**src/hw/fight_pkg.sv**
```systemverilog
package fight_pkg;

    localparam int DIGIT_W = 4;
    localparam logic [DIGIT_W-1:0] TIME_LAST_DIGIT = 4'd9;  // each digit runs 0..9

    localparam int REMATCH_DELAY = 30;  // cycles of ignored buttons after game over

    localparam int BUTTON_W = 3;

    localparam int LFSR_W = 16;
    localparam logic [LFSR_W-1:0] BOT_SEED = 16'd14515;

    // round timer read as two bcd digits or as one raw byte
    typedef union packed {
        struct packed {
            logic [DIGIT_W-1:0] tens;
            logic [DIGIT_W-1:0] ones;
        } digits;
        logic [2*DIGIT_W-1:0] raw;  // straight to hex_count
    } match_time_u;

endpackage

```
**src/hw/seg_pkg.sv**
```systemverilog
package seg_pkg;

    // active low with segment a in bit 0 and g in bit 6
    localparam logic [6:0] SEG_BLANK = 7'b1111111;
    localparam logic [6:0] SEG_T     = 7'b0000111;
    localparam logic [6:0] SEG_H     = 7'b0001001;
    localparam logic [6:0] SEG_G     = 7'b0000010;
    localparam logic [6:0] SEG_I     = 7'b1001111;
    localparam logic [6:0] SEG_F     = 7'b0001110;
    localparam logic [6:0] SEG_DASH  = 7'b0111111;  // g only
    localparam logic [6:0] SEG_P     = 7'b0001100;
    localparam logic [6:0] SEG_ONE   = 7'b1001111;  // left-side one next to P
    localparam logic [6:0] SEG_TWO   = 7'b0100100;
    localparam logic [6:0] SEG_Q     = 7'b0011000;
    localparam logic [6:0] SEG_E     = 7'b0000110;

    // index 0 is the leftmost entry
    localparam logic [0:9][6:0] SEG_DIGITS = {
        7'b1000000,  // 0
        7'b1111001,
        7'b0100100,
        7'b0110000,
        7'b0011001,
        7'b0010010,
        7'b0000010,
        7'b1111000,
        7'b0000000,
        7'b0010000   // 9
    };

endpackage

```
**src/hw/bot_input_lfsr.sv**
```systemverilog
`timescale 1ns/100ps

module bot_input_lfsr (
    input  logic                          clk2,
    input  logic                          reset_n,
    input  logic                          game_over,
    output logic [fight_pkg::BUTTON_W-1:0] bot_buttons
);

    logic [fight_pkg::LFSR_W-1:0] lfsr_q;
    logic                         feedback;

    // taps 16,14,13,11
    assign feedback = lfsr_q[fight_pkg::LFSR_W-1] ^ lfsr_q[13] ^ lfsr_q[12] ^ lfsr_q[10];

    always_ff @(posedge clk2) begin
        if (reset_n) begin
            lfsr_q <= fight_pkg::BOT_SEED;
        end else begin
            lfsr_q <= {lfsr_q[fight_pkg::LFSR_W-2:0], feedback};
        end
    end

    assign bot_buttons = game_over ? '0 : lfsr_q[5:3];  // bot idles after the round

endmodule

```
**src/hw/fight_status_top.sv**
```systemverilog
`timescale 1ns/100ps

module fight_status_top (
    input  logic                          clk2,
    input  logic                          reset_n,
    input  logic                          died1,
    input  logic                          died2,
    input  logic [fight_pkg::BUTTON_W-1:0] buttons,
    output logic [6:0]                    hexout0,
    output logic [6:0]                    hexout1,
    output logic [6:0]                    hexout2,
    output logic [6:0]                    hexout3,
    output logic [6:0]                    hexout4,
    output logic [6:0]                    hexout5,
    output logic [7:0]                    hex_count,
    output logic [fight_pkg::BUTTON_W-1:0] bot_buttons,
    output logic                          game_over,
    output logic                          menu_can_start
);

    logic                  p1_wins;
    logic                  draw;
    fight_pkg::match_time_u match_time;

    match_referee referee_i (
        .clk2       (clk2),
        .reset_n    (reset_n),
        .died1      (died1),
        .died2      (died2),
        .game_over  (game_over),
        .p1_wins    (p1_wins),
        .p2_wins    (),  // implied by the display when neither p1 nor draw
        .draw       (draw),
        .match_time (match_time)
    );

    scoreboard_display display_i (
        .game_over  (game_over),
        .p1_wins    (p1_wins),
        .draw       (draw),
        .match_time (match_time),
        .hexout0    (hexout0),
        .hexout1    (hexout1),
        .hexout2    (hexout2),
        .hexout3    (hexout3),
        .hexout4    (hexout4),
        .hexout5    (hexout5)
    );

    rematch_gate rematch_i (
        .clk2           (clk2),
        .reset_n        (reset_n),
        .game_over      (game_over),
        .buttons        (buttons),
        .menu_can_start (menu_can_start)
    );

    bot_input_lfsr bot_i (
        .clk2        (clk2),
        .reset_n     (reset_n),
        .game_over   (game_over),
        .bot_buttons (bot_buttons)
    );

    assign hex_count = match_time.raw;

endmodule

```
**src/hw/match_referee.sv**
```systemverilog
`timescale 1ns/100ps

module match_referee (
    input  logic                  clk2,
    input  logic                  reset_n,
    input  logic                  died1,
    input  logic                  died2,
    output logic                  game_over,
    output logic                  p1_wins,
    output logic                  p2_wins,
    output logic                  draw,
    output fight_pkg::match_time_u match_time
);

    logic time_up;

    assign time_up = (match_time.digits.tens == fight_pkg::TIME_LAST_DIGIT) &&
                     (match_time.digits.ones == fight_pkg::TIME_LAST_DIGIT);

    // knockouts win over the clock
    always_comb begin
        p1_wins = 1'b0;
        p2_wins = 1'b0;
        draw    = 1'b0;
        if (!reset_n) begin
            if (died1 && died2) begin
                draw = 1'b1;  // double ko
            end else if (died1) begin
                p2_wins = 1'b1;
            end else if (died2) begin
                p1_wins = 1'b1;
            end else if (time_up) begin
                draw = 1'b1;
            end
        end
        game_over = p1_wins | p2_wins | draw;
    end

    always_ff @(posedge clk2) begin
        if (reset_n) begin
            match_time.raw <= '0;
        end else if (!game_over) begin
            if (match_time.digits.ones == fight_pkg::TIME_LAST_DIGIT) begin
                match_time.digits.ones <= '0;
                match_time.digits.tens <= match_time.digits.tens + 1'b1;  // carry
            end else begin
                match_time.digits.ones <= match_time.digits.ones + 1'b1;
            end
        end
    end

endmodule

```
**src/hw/rematch_gate.sv**
```systemverilog
`timescale 1ns/100ps

module rematch_gate (
    input  logic                          clk2,
    input  logic                          reset_n,
    input  logic                          game_over,
    input  logic [fight_pkg::BUTTON_W-1:0] buttons,
    output logic                          menu_can_start
);

    logic [$clog2(fight_pkg::REMATCH_DELAY+1)-1:0] delay_cnt;
    logic [fight_pkg::BUTTON_W-1:0]                buttons_prev;
    logic                                          press_edge;

    assign press_edge = |(buttons & ~buttons_prev);  // any fresh press

    always_ff @(posedge clk2) begin
        if (reset_n) begin
            delay_cnt      <= '0;
            buttons_prev   <= '0;
            menu_can_start <= 1'b0;
        end else begin
            buttons_prev <= buttons;
            if (!game_over) begin
                delay_cnt      <= '0;
                menu_can_start <= 1'b0;
            end else if (delay_cnt < fight_pkg::REMATCH_DELAY) begin
                delay_cnt <= delay_cnt + 1'b1;  // still cooling down
            end else if (press_edge) begin
                menu_can_start <= 1'b1;  // held until the round restarts
            end
        end
    end

endmodule

```
**src/hw/scoreboard_display.sv**
```systemverilog
`timescale 1ns/100ps

module scoreboard_display (
    input  logic                  game_over,
    input  logic                  p1_wins,
    input  logic                  draw,
    input  fight_pkg::match_time_u match_time,
    output logic [6:0]            hexout0,
    output logic [6:0]            hexout1,
    output logic [6:0]            hexout2,
    output logic [6:0]            hexout3,
    output logic [6:0]            hexout4,
    output logic [6:0]            hexout5
);

    logic [6:0] ones_seg;
    logic [6:0] tens_seg;

    seg7_decoder ones_dec_i (
        .digit    (match_time.digits.ones),
        .segments (ones_seg)
    );

    seg7_decoder tens_dec_i (
        .digit    (match_time.digits.tens),
        .segments (tens_seg)
    );

    always_comb begin
        if (!game_over) begin
            hexout5 = seg_pkg::SEG_F;  // FIGHt
            hexout4 = seg_pkg::SEG_I;
            hexout3 = seg_pkg::SEG_G;
            hexout2 = seg_pkg::SEG_H;
            hexout1 = seg_pkg::SEG_T;
            hexout0 = seg_pkg::SEG_BLANK;
        end else begin
            if (draw) begin
                hexout5 = seg_pkg::SEG_E;
                hexout4 = seg_pkg::SEG_Q;
            end else begin
                hexout5 = seg_pkg::SEG_P;
                hexout4 = p1_wins ? seg_pkg::SEG_ONE : seg_pkg::SEG_TWO;
            end
            hexout3 = seg_pkg::SEG_DASH;
            hexout2 = tens_seg;  // frozen time
            hexout1 = ones_seg;
            hexout0 = seg_pkg::SEG_DASH;
        end
    end

endmodule

```
**src/hw/seg7_decoder.sv**
```systemverilog
`timescale 1ns/100ps

module seg7_decoder (
    input  logic [3:0] digit,
    output logic [6:0] segments
);

    always_comb begin
        if (digit > 4'd9) begin
            segments = seg_pkg::SEG_BLANK;  // not a decimal digit
        end else begin
            segments = seg_pkg::SEG_DIGITS[digit];
        end
    end

endmodule

```
**config.mk**
```make
export PLATFORM = sky130hd
export DESIGN_NAME = fight_status_top
export DESIGN_NICKNAME = d
export VERILOG_FILES = /design/src/hw/fight_pkg.sv /design/src/hw/seg_pkg.sv /design/src/hw/bot_input_lfsr.sv /design/src/hw/fight_status_top.sv /design/src/hw/match_referee.sv /design/src/hw/rematch_gate.sv /design/src/hw/scoreboard_display.sv /design/src/hw/seg7_decoder.sv
export SDC_FILE = /design/constraint.sdc
export NUM_CORES = 1
export LEC_CHECK = 0
export BUFFER_PORTS_ARGS = -buffer_cell sky130_fd_sc_hd__buf_4
export CORE_UTILIZATION = 54
export DETAILED_ROUTE_END_ITERATION = 8
export PLACE_DENSITY_LB_ADDON = 0.3
export SETUP_SLACK_MARGIN = 0.4
export SYNTH_ARGS = -nofsm -noshare
export SYNTH_HDL_FRONTEND = slang
export SYNTH_SLANG_ARGS = --single-unit
```
**constraint.sdc**
```tcl
create_clock -name clk2 -period 3.3 [get_ports clk2]
set_clock_uncertainty 0.2 [all_clocks]
set_input_delay 0.165 -clock clk2 [delete_from_list [all_inputs] [get_ports clk2]]
set_output_delay 0.165 -clock clk2 [all_outputs]
set_load 0.01 [all_outputs]
```
==> impl_metrics.py, run 1 <==
metrics = {
    "die": {
        "ioPinCount": 62,
        "rows": 21,
        "start_util_pct": 57.3,
        "die_height_um": 61.7,
        "die-width_um": 61.7,
        "core_area_mm2": 0.00336,
        "die_area_mm2": 0.00381,
    },
    "global_routing": {
        "grt_pass1_vias": 1414,
        "grt_usage_pct": 21.3,
        "antenna_found_initial": 0,
        "grt_pass1_wl_um": 6070,
        "grt_max_degree": 46,
        "grt_overflow": 0,
    },
    "worst_setup_path": {
        "critPathRequiredTime_ns": 2.93,
        "critPathKind": "reg2out",
        "arrival_ns": 2.27,
        "critPathLaunchType": "register",
        "path_max_fanout": 17,
        "cp-end-kind": "output port",
    },
    "timing": {
        "holdWs_ns": 0.0530,
        "tightest_slew_ns": 0.531,
        "setup_viol": 0,
        "setup_tns_ns": 0,
        "slew_violations": 0,
        "rsz0062_at_grt": "no",
        "maxSlewHeadroom_pct": 64.6,
        "min_period_ns": 2.64,
        "max_freq_mhz": 379,
        "final_hold_viol_count": 0,
        "fin_crit_sh_pct": 80.0,
    },
    "synth": {
        "yosys_warnings": 0,
        "synthCells": 232,
        "ys_ff_latch": 33,
        "netlist_area_mm2": 0.00193,
        "ys_types": 45,
        "async_reset_ff_share_pct": 0,
        "synth_ff_type": "dfxtp_1",
        "synth_seq_area_share_pct": 34.3,
        "syn-mean-instance-area_um2": 8.30,
        "synth_edf_count": 0,
    },
    "clock_network": {
        "cts_inserted_buffers": 5,
        "clk_pin_slew_ns": 0.11,
        "cts-root-buf": "clkbuf_4",
        "clock_latency_ns": 0.33,
        "cts_max_path_buffers": 2,
        "cts.sinks": 33,
        "cts_tree": "yes",
        "htree_levels": 2,
    },
    "route": {
        "via_count": 1649,
        "viasPerCell": 5.23,
        "first_pass_iters": 4,
        "drt_wl_total_um": 3830,
        "drtIter0Drc": 129,
        "drc": 0,
        "routedWlPerCell_um": 12.2,
        "drtAntennaViolNets": 0,
    },
    "final_layout": {
        "final_nets": 287,
        "area_delta_synth_final_pct": 20.1,
        "n_fill_cell": 299,
        "multi_input_area_mm2": 0.00104,
        "n_antenna_cell": 0,
        "regArea_um2": 661,
        "drive_above_1_share_pct": 24.9,
        "final_core_util_pct": 68.8,
        "final_common_cell": "buf_4",
        "final_cell_mix": "48 x buf_4, 33 x dfxtp_1, 15 x inv_1, 15 x nor2b_1, 14 x nor2_1",
    },
    "placed_design": {
        "gp_congestion": 0.871,
        "portBuffers": 48,
        "dp_hpwl_um": 2680,
    },
    "flow_run": {
        "drv_cap": 0,
    },
    "power": {
        "p_seq_share_pct": 45.8,
        "peakVddDrop_mv": 0.403,
        "pwr_density_cell_mw_per_mm2": 402,
        "p_sw_share_pct": 23.4,
        "comb_power_share_pct": 14.3,
        "p_leak_nw": 0.957,
        "p_int_mw": 0.712,
        "power_switching_mw": 0.217,
        "p_clk_share_pct": 39.9,
    },
    "outcome": {
        "run_status": "complete, no violations",
    },
    "hold_path": {
        "hp-class": "in2reg",
    },
}
==> power by group through the flow <==
| stage | Clock (mW) | Combinational [mW] | Sequential (mW) |
|---|---|---|---|
| 2_1_floorplan | 0 | 0.0983 | 0.433 |
| 3_3_place_gp | 0 | 0.128 | 0.435 |
| 3_5_place_dp | 0 | 0.130 | 0.436 |
| 4_1_cts | 0.380 | 0.133 | 0.427 |
| 5_1_grt | 0.395 | 0.148 | 0.429 |
| 6_report | 0.371 | 0.133 | 0.426 |
==> flip-flops by register name, indices dropped and copies added (netlist names) <==
| signal | flops |
|---|---|
| referee_i.match_time | 8 |
| rematch_i.menu_can_start | 1 |
| bot_i.lfsr_q | 16 |
| rematch_i.delay_cnt | 5 |
| rematch_i.buttons_prev | 3 |
==> cells by family (layout without fill, tap and decap cells) <==
| family | count (synthesis) | in the layout | synth area share, % |
|---|---|---|---|
| and+or+nand+nor | 87 | 87 | 25.1 |
| other | 2 | 13 | 0.390 |
| DFF | 33 | 33 | 34.3 |
| buffers and inverters | 48 | 74 | 14.0 |
| AOI/OAI and AO/OA | 43 | 43 | 15.1 |
| xor gates and xnor gates | 6 | 6 | 2.73 |
| muxes | 1 | 1 | 0.585 |
| adders and majority gates | 12 | 12 | 7.80 |
==> per-stage QoR <==
stage / cell area [um^2] / power [mW] / setup slack [ns] / instances
2_1_floorplan: 1970 / 0.532 / 1.10 / 243
3_3_place_gp: 2170 / 0.563 / 0.883 / 304
3_5_place_dp: 2170 / 0.565 / 0.813 / 304
4_1_cts: 2300 / 0.939 / 0.455 / 315
5_1_grt: 2310 / 0.972 / 0.488 / 315
6_report: 2310 / 0.930 / 0.662 / 315
==> what timing repair did <==
action,4_1_cts,5_1_grt
hold buffers,3,0
hold endpoints to repair,3,0
setup buffers,0,0
setup endpoints to repair,0,11
resized for setup,0,1
==> metal layers <==
layer	vias up	routed length, um	GRT usage [%]
met1	745	1830	27.8
met3	6	181	5.59
li1	843	-	-
met5	-	0	0
met4	0	36	6.67
met2	55	1780	34.7
==> cell type report <==
type                    instances  share of cell area, %
inverters                      15                   2.44
repair buffers                 51                   16.9
flip-flops and latches         33                   28.6
multi-input cells             162                   45.2
clock buffers                   5                   1.62
clock inverters                 3                   2.81
well taps                      46                   2.49
==> synthesized netlist by cell type (2+ instances only) <==
cell type	number	area (um^2)
nand2_1	9	33.8
dfxtp_1	33	661
nor2_1	14	52.6
a211oi_1	4	30.0
nor2b_1	15	93.8
a21oi_1	10	50.1
clkbuf_1	9	33.8
inv_1	15	56.3
a21boi_0	3	22.5
nor3_1	12	60.1
and3b_1	2	17.5
nor3b_1	4	30.0
xor2_1	5	43.8
buf_4	21	158
buf_2	2	10.0
nand2b_1	3	18.8
or2_2	7	43.8
conb_1	2	7.51
o21ai_0	7	35.0
nand4_1	8	50.1
a2111oi_0	3	26.3
nand3_1	6	30.0
o31ai_1	5	37.5
ha_1	12	150
==> final timing paths <==
kind / from / endpoint / slack, ns / cells after the start
max reg2reg: referee_i.match_time[0]$_SDFFE_PP0N_ / referee_i.match_time[7]$_SDFFE_PP0P_ / 1.23 / 4
min reg2reg: bot_i.lfsr_q[11]$_SDFF_PP1_ / bot_i.lfsr_q[12]$_SDFF_PP1_ / 0.22 / 1
min: reset_n / bot_i.lfsr_q[3]$_SDFF_PP0_ / 0.05 / 2
max: referee_i.match_time[5]$_SDFFE_PP0P_ / hexout3[3] / 0.66 / 6
==> critical path, cell delays in order (launching register included) <==
cell and delay, ns:
dfxtp_1 0.49, inv_1 0.13, ha_1 0.26, and3b_1 0.28
a21oi_4 0.42, nor2_1 0.18, buf_4 0.18
(Power assumes the default switching activity.)
==> run 2: changes to the inputs <==
CORE_UTILIZATION = 46   (was 54)
clock period = 2.2 ns   (was 3.3 ns; I/O delays follow)
==> run 2 against run 1 <==
- combinational power rose by 110%
- via count rose by 12%
- sequential power grew 49%
- non-clock buffer count increased by 31
- critical path depth increased by 1
- flip-flop and latch count unchanged
- highest routed layer unchanged
- critical endpoint is now hexout1[4]
- largest power group unchanged
- core utilization is 3.8 points higher
- power up 46%
==> impl_metrics.py, run 2 (synthesis gave the netlist of run 1 again) <==
metrics = {
    "power": {
        "p_sw_share_pct": 26.0,
        "pwr_density_cell_mw_per_mm2": 468,
        "peakVddDrop_mv": 0.486,
        "power_switching_mw": 0.353,
        "p_seq_share_pct": 46.8,
        "p_int_mw": 1.00,
        "comb_power_share_pct": 20.4,
        "p_clk_share_pct": 32.9,
        "p_leak_nw": 1.22,
    },
    "route": {
        "drt_wl_total_um": 5060,
        "first_pass_iters": 6,
        "drtIter0Drc": 110,
        "routedWlPerCell_um": 14.5,
        "drtAntennaViolNets": 0,
        "viasPerCell": 5.30,
        "via_count": 1850,
        "drc": 0,
    },
    "final_layout": {
        "drive_above_1_share_pct": 46.2,
        "top_regs": "bot_i.lfsr_q: 16 flops, referee_i.match_time: 8 flops, rematch_i.delay_cnt: 5 flops",
        "final_common_cell": "buf_4",
        "area_delta_synth_final_pct": 50.6,
        "final_cell_mix": "60 x buf_4, 27 x dfxtp_1, 17 x buf_6, 15 x nor2b_1, 13 x conb_1",
        "largest_reg_flops": 16,
        "n_antenna_cell": 0,
        "final_nets": 318,
        "max_flop_register": "bot_i.lfsr_q",
    },
    "clock_network": {
        "clk_pin_slew_ns": 0.07,
        "cts-root-buf": "clkbuf_8",
        "cts_inserted_buffers": 5,
        "htree_levels": 2,
        "cts.sinks": 33,
        "cts_tree": "yes",
        "cts_max_path_buffers": 2,
        "clock_latency_ns": 0.28,
    },
    "timing": {
        "tightest_slew_ns": 0.668,
        "maxSlewHeadroom_pct": 55.4,
        "rsz0062_at_grt": "yes",
        "setup_viol": 0,
        "fin_crit_sh_pct": 93.3,
        "slew_violations": 0,
        "setup_tns_ns": 0,
        "holdWs_ns": 0.126,
        "max_freq_mhz": 487,
        "final_hold_viol_count": 0,
        "min_period_ns": 2.05,
    },
    "worst_setup_path": {
        "cp-end-kind": "output port",
        "slowest_stage": "dfxtp_4",
        "critPathLaunchType": "register",
        "arrival_ns": 1.74,
        "critPathRequiredTime_ns": 1.89,
        "crit_buf_inv": 3,
        "critical_path.cell_chain": "buf_6 -> inv_4 -> ha_4 -> o21bai_1 -> nor2_1 -> a2111oi_4 -> buf_4",
        "cp_slowest_stage_delay_ns": 0.37,
        "critPathKind": "reg2out",
        "path_max_fanout": 3,
        "critical_path.top_delay_family": "compound AO/OA/AOI/OAI gates",
    },
    "die": {
        "die_area_mm2": 0.00445,
        "start_util_pct": 48.1,
        "ioPinCount": 62,
        "die_height_um": 66.7,
        "rows": 23,
        "core_area_mm2": 0.00400,
        "die-width_um": 66.7,
    },
    "global_routing": {
        "grt_pass1_vias": 1650,
        "grt_overflow": 0,
        "antenna_found_initial": 0,
        "grt_pass1_wl_um": 7700,
        "grt_usage_pct": 22.7,
        "grt_max_degree": 45,
    },
    "hold_path": {
        "hp-class": "in2reg",
    },
    "placed_design": {
        "gp_congestion": 0.839,
        "portBuffers": 48,
        "dp_hpwl_um": 2860,
    },
    "flow_run": {
        "drv_cap": 0,
    },
    "outcome": {
        "run_status": "complete, no violations",
    },
}
run 2: cell count changes in the layout (fill, tap and decap cells not counted), sizes merged:
cell	delta
clkinv	-1
bufinv	-2
buf	+31
clkbuf	+2
run 2: final timing paths:
path                                               end  depth (start not counted)  slack, ns                            startpoint
setup / recovery                            hexout1[4]                          7       0.15  referee_i.match_time[0]$_SDFFE_PP0N_
hold / removal    referee_i.match_time[2]$_SDFFE_PP0N_                          5       0.13                                 died1
setup reg to reg  referee_i.match_time[7]$_SDFFE_PP0P_                          7       0.30  referee_i.match_time[0]$_SDFFE_PP0N_
hold reg to reg            bot_i.lfsr_q[12]$_SDFF_PP1_                          1       0.22           bot_i.lfsr_q[11]$_SDFF_PP1_
run 2: through the flow:
stage / total power, mW / cells / worst slack (ns) / util [%] / area (um^2)
floorplan: 0.806 / 243 / 0.341 / - / 2040
global route: 1.42 / 349 / 0.0567 / 72.5 / 2900
global placement: 0.863 / 319 / 0.206 / 58.1 / 2320
detailed placement: 0.865 / 319 / 0.157 / 58.1 / 2320
finish: 1.36 / 349 / 0.148 / 72.5 / 2900
CTS: 1.36 / 346 / 0.166 / 69.6 / 2780
run 2: metal layers:
layer | track usage [%] | wire length (um)
met1 | 28.6 | 2230
met2 | 38.1 | 2490
met3 | 4.97 | 234
met4 | 7.18 | 96
met5 | 0 | 0
run 2: final cells by class:
type / count / area (um^2)
Multi-Input combinational cell: 162 / 1300
Fill cell: 305 / 1100
Timing Repair Buffer: 82 / 707
Sequential cell: 33 / 678
Clock buffer: 7 / 86.3
Inverter: 15 / 63.8
Tap cell: 50 / 62.6
run 2: worst reg2reg max path: cells and delay by family (launching register included):
family | cells | cell delay (ns)
fa+ha+maj | 1 | 0.16
simple gates | 2 | 0.61
compound gates | 1 | 0.13
buf+inv | 3 | 0.35
flops | 1 | 0.37
run 2: repair_timing:
action	CTS	global route
endpoints found under the hold margin	3	0
buffers inserted	17	3
pin swaps	17	10
gates cloned	0	0
hold buffers	3	0
resized for setup	54	16
setup endpoints to repair	34	33
run 2: power groups by stage:
stage | clock network [mW] | logic [mW] | registers [mW]
3_5_place_dp | 0 | 0.216 | 0.649
4_1_cts | 0.461 | 0.261 | 0.636
6_report | 0.446 | 0.276 | 0.635
5_1_grt | 0.481 | 0.297 | 0.638
3_3_place_gp | 0 | 0.213 | 0.650
2_1_floorplan | 0 | 0.157 | 0.650
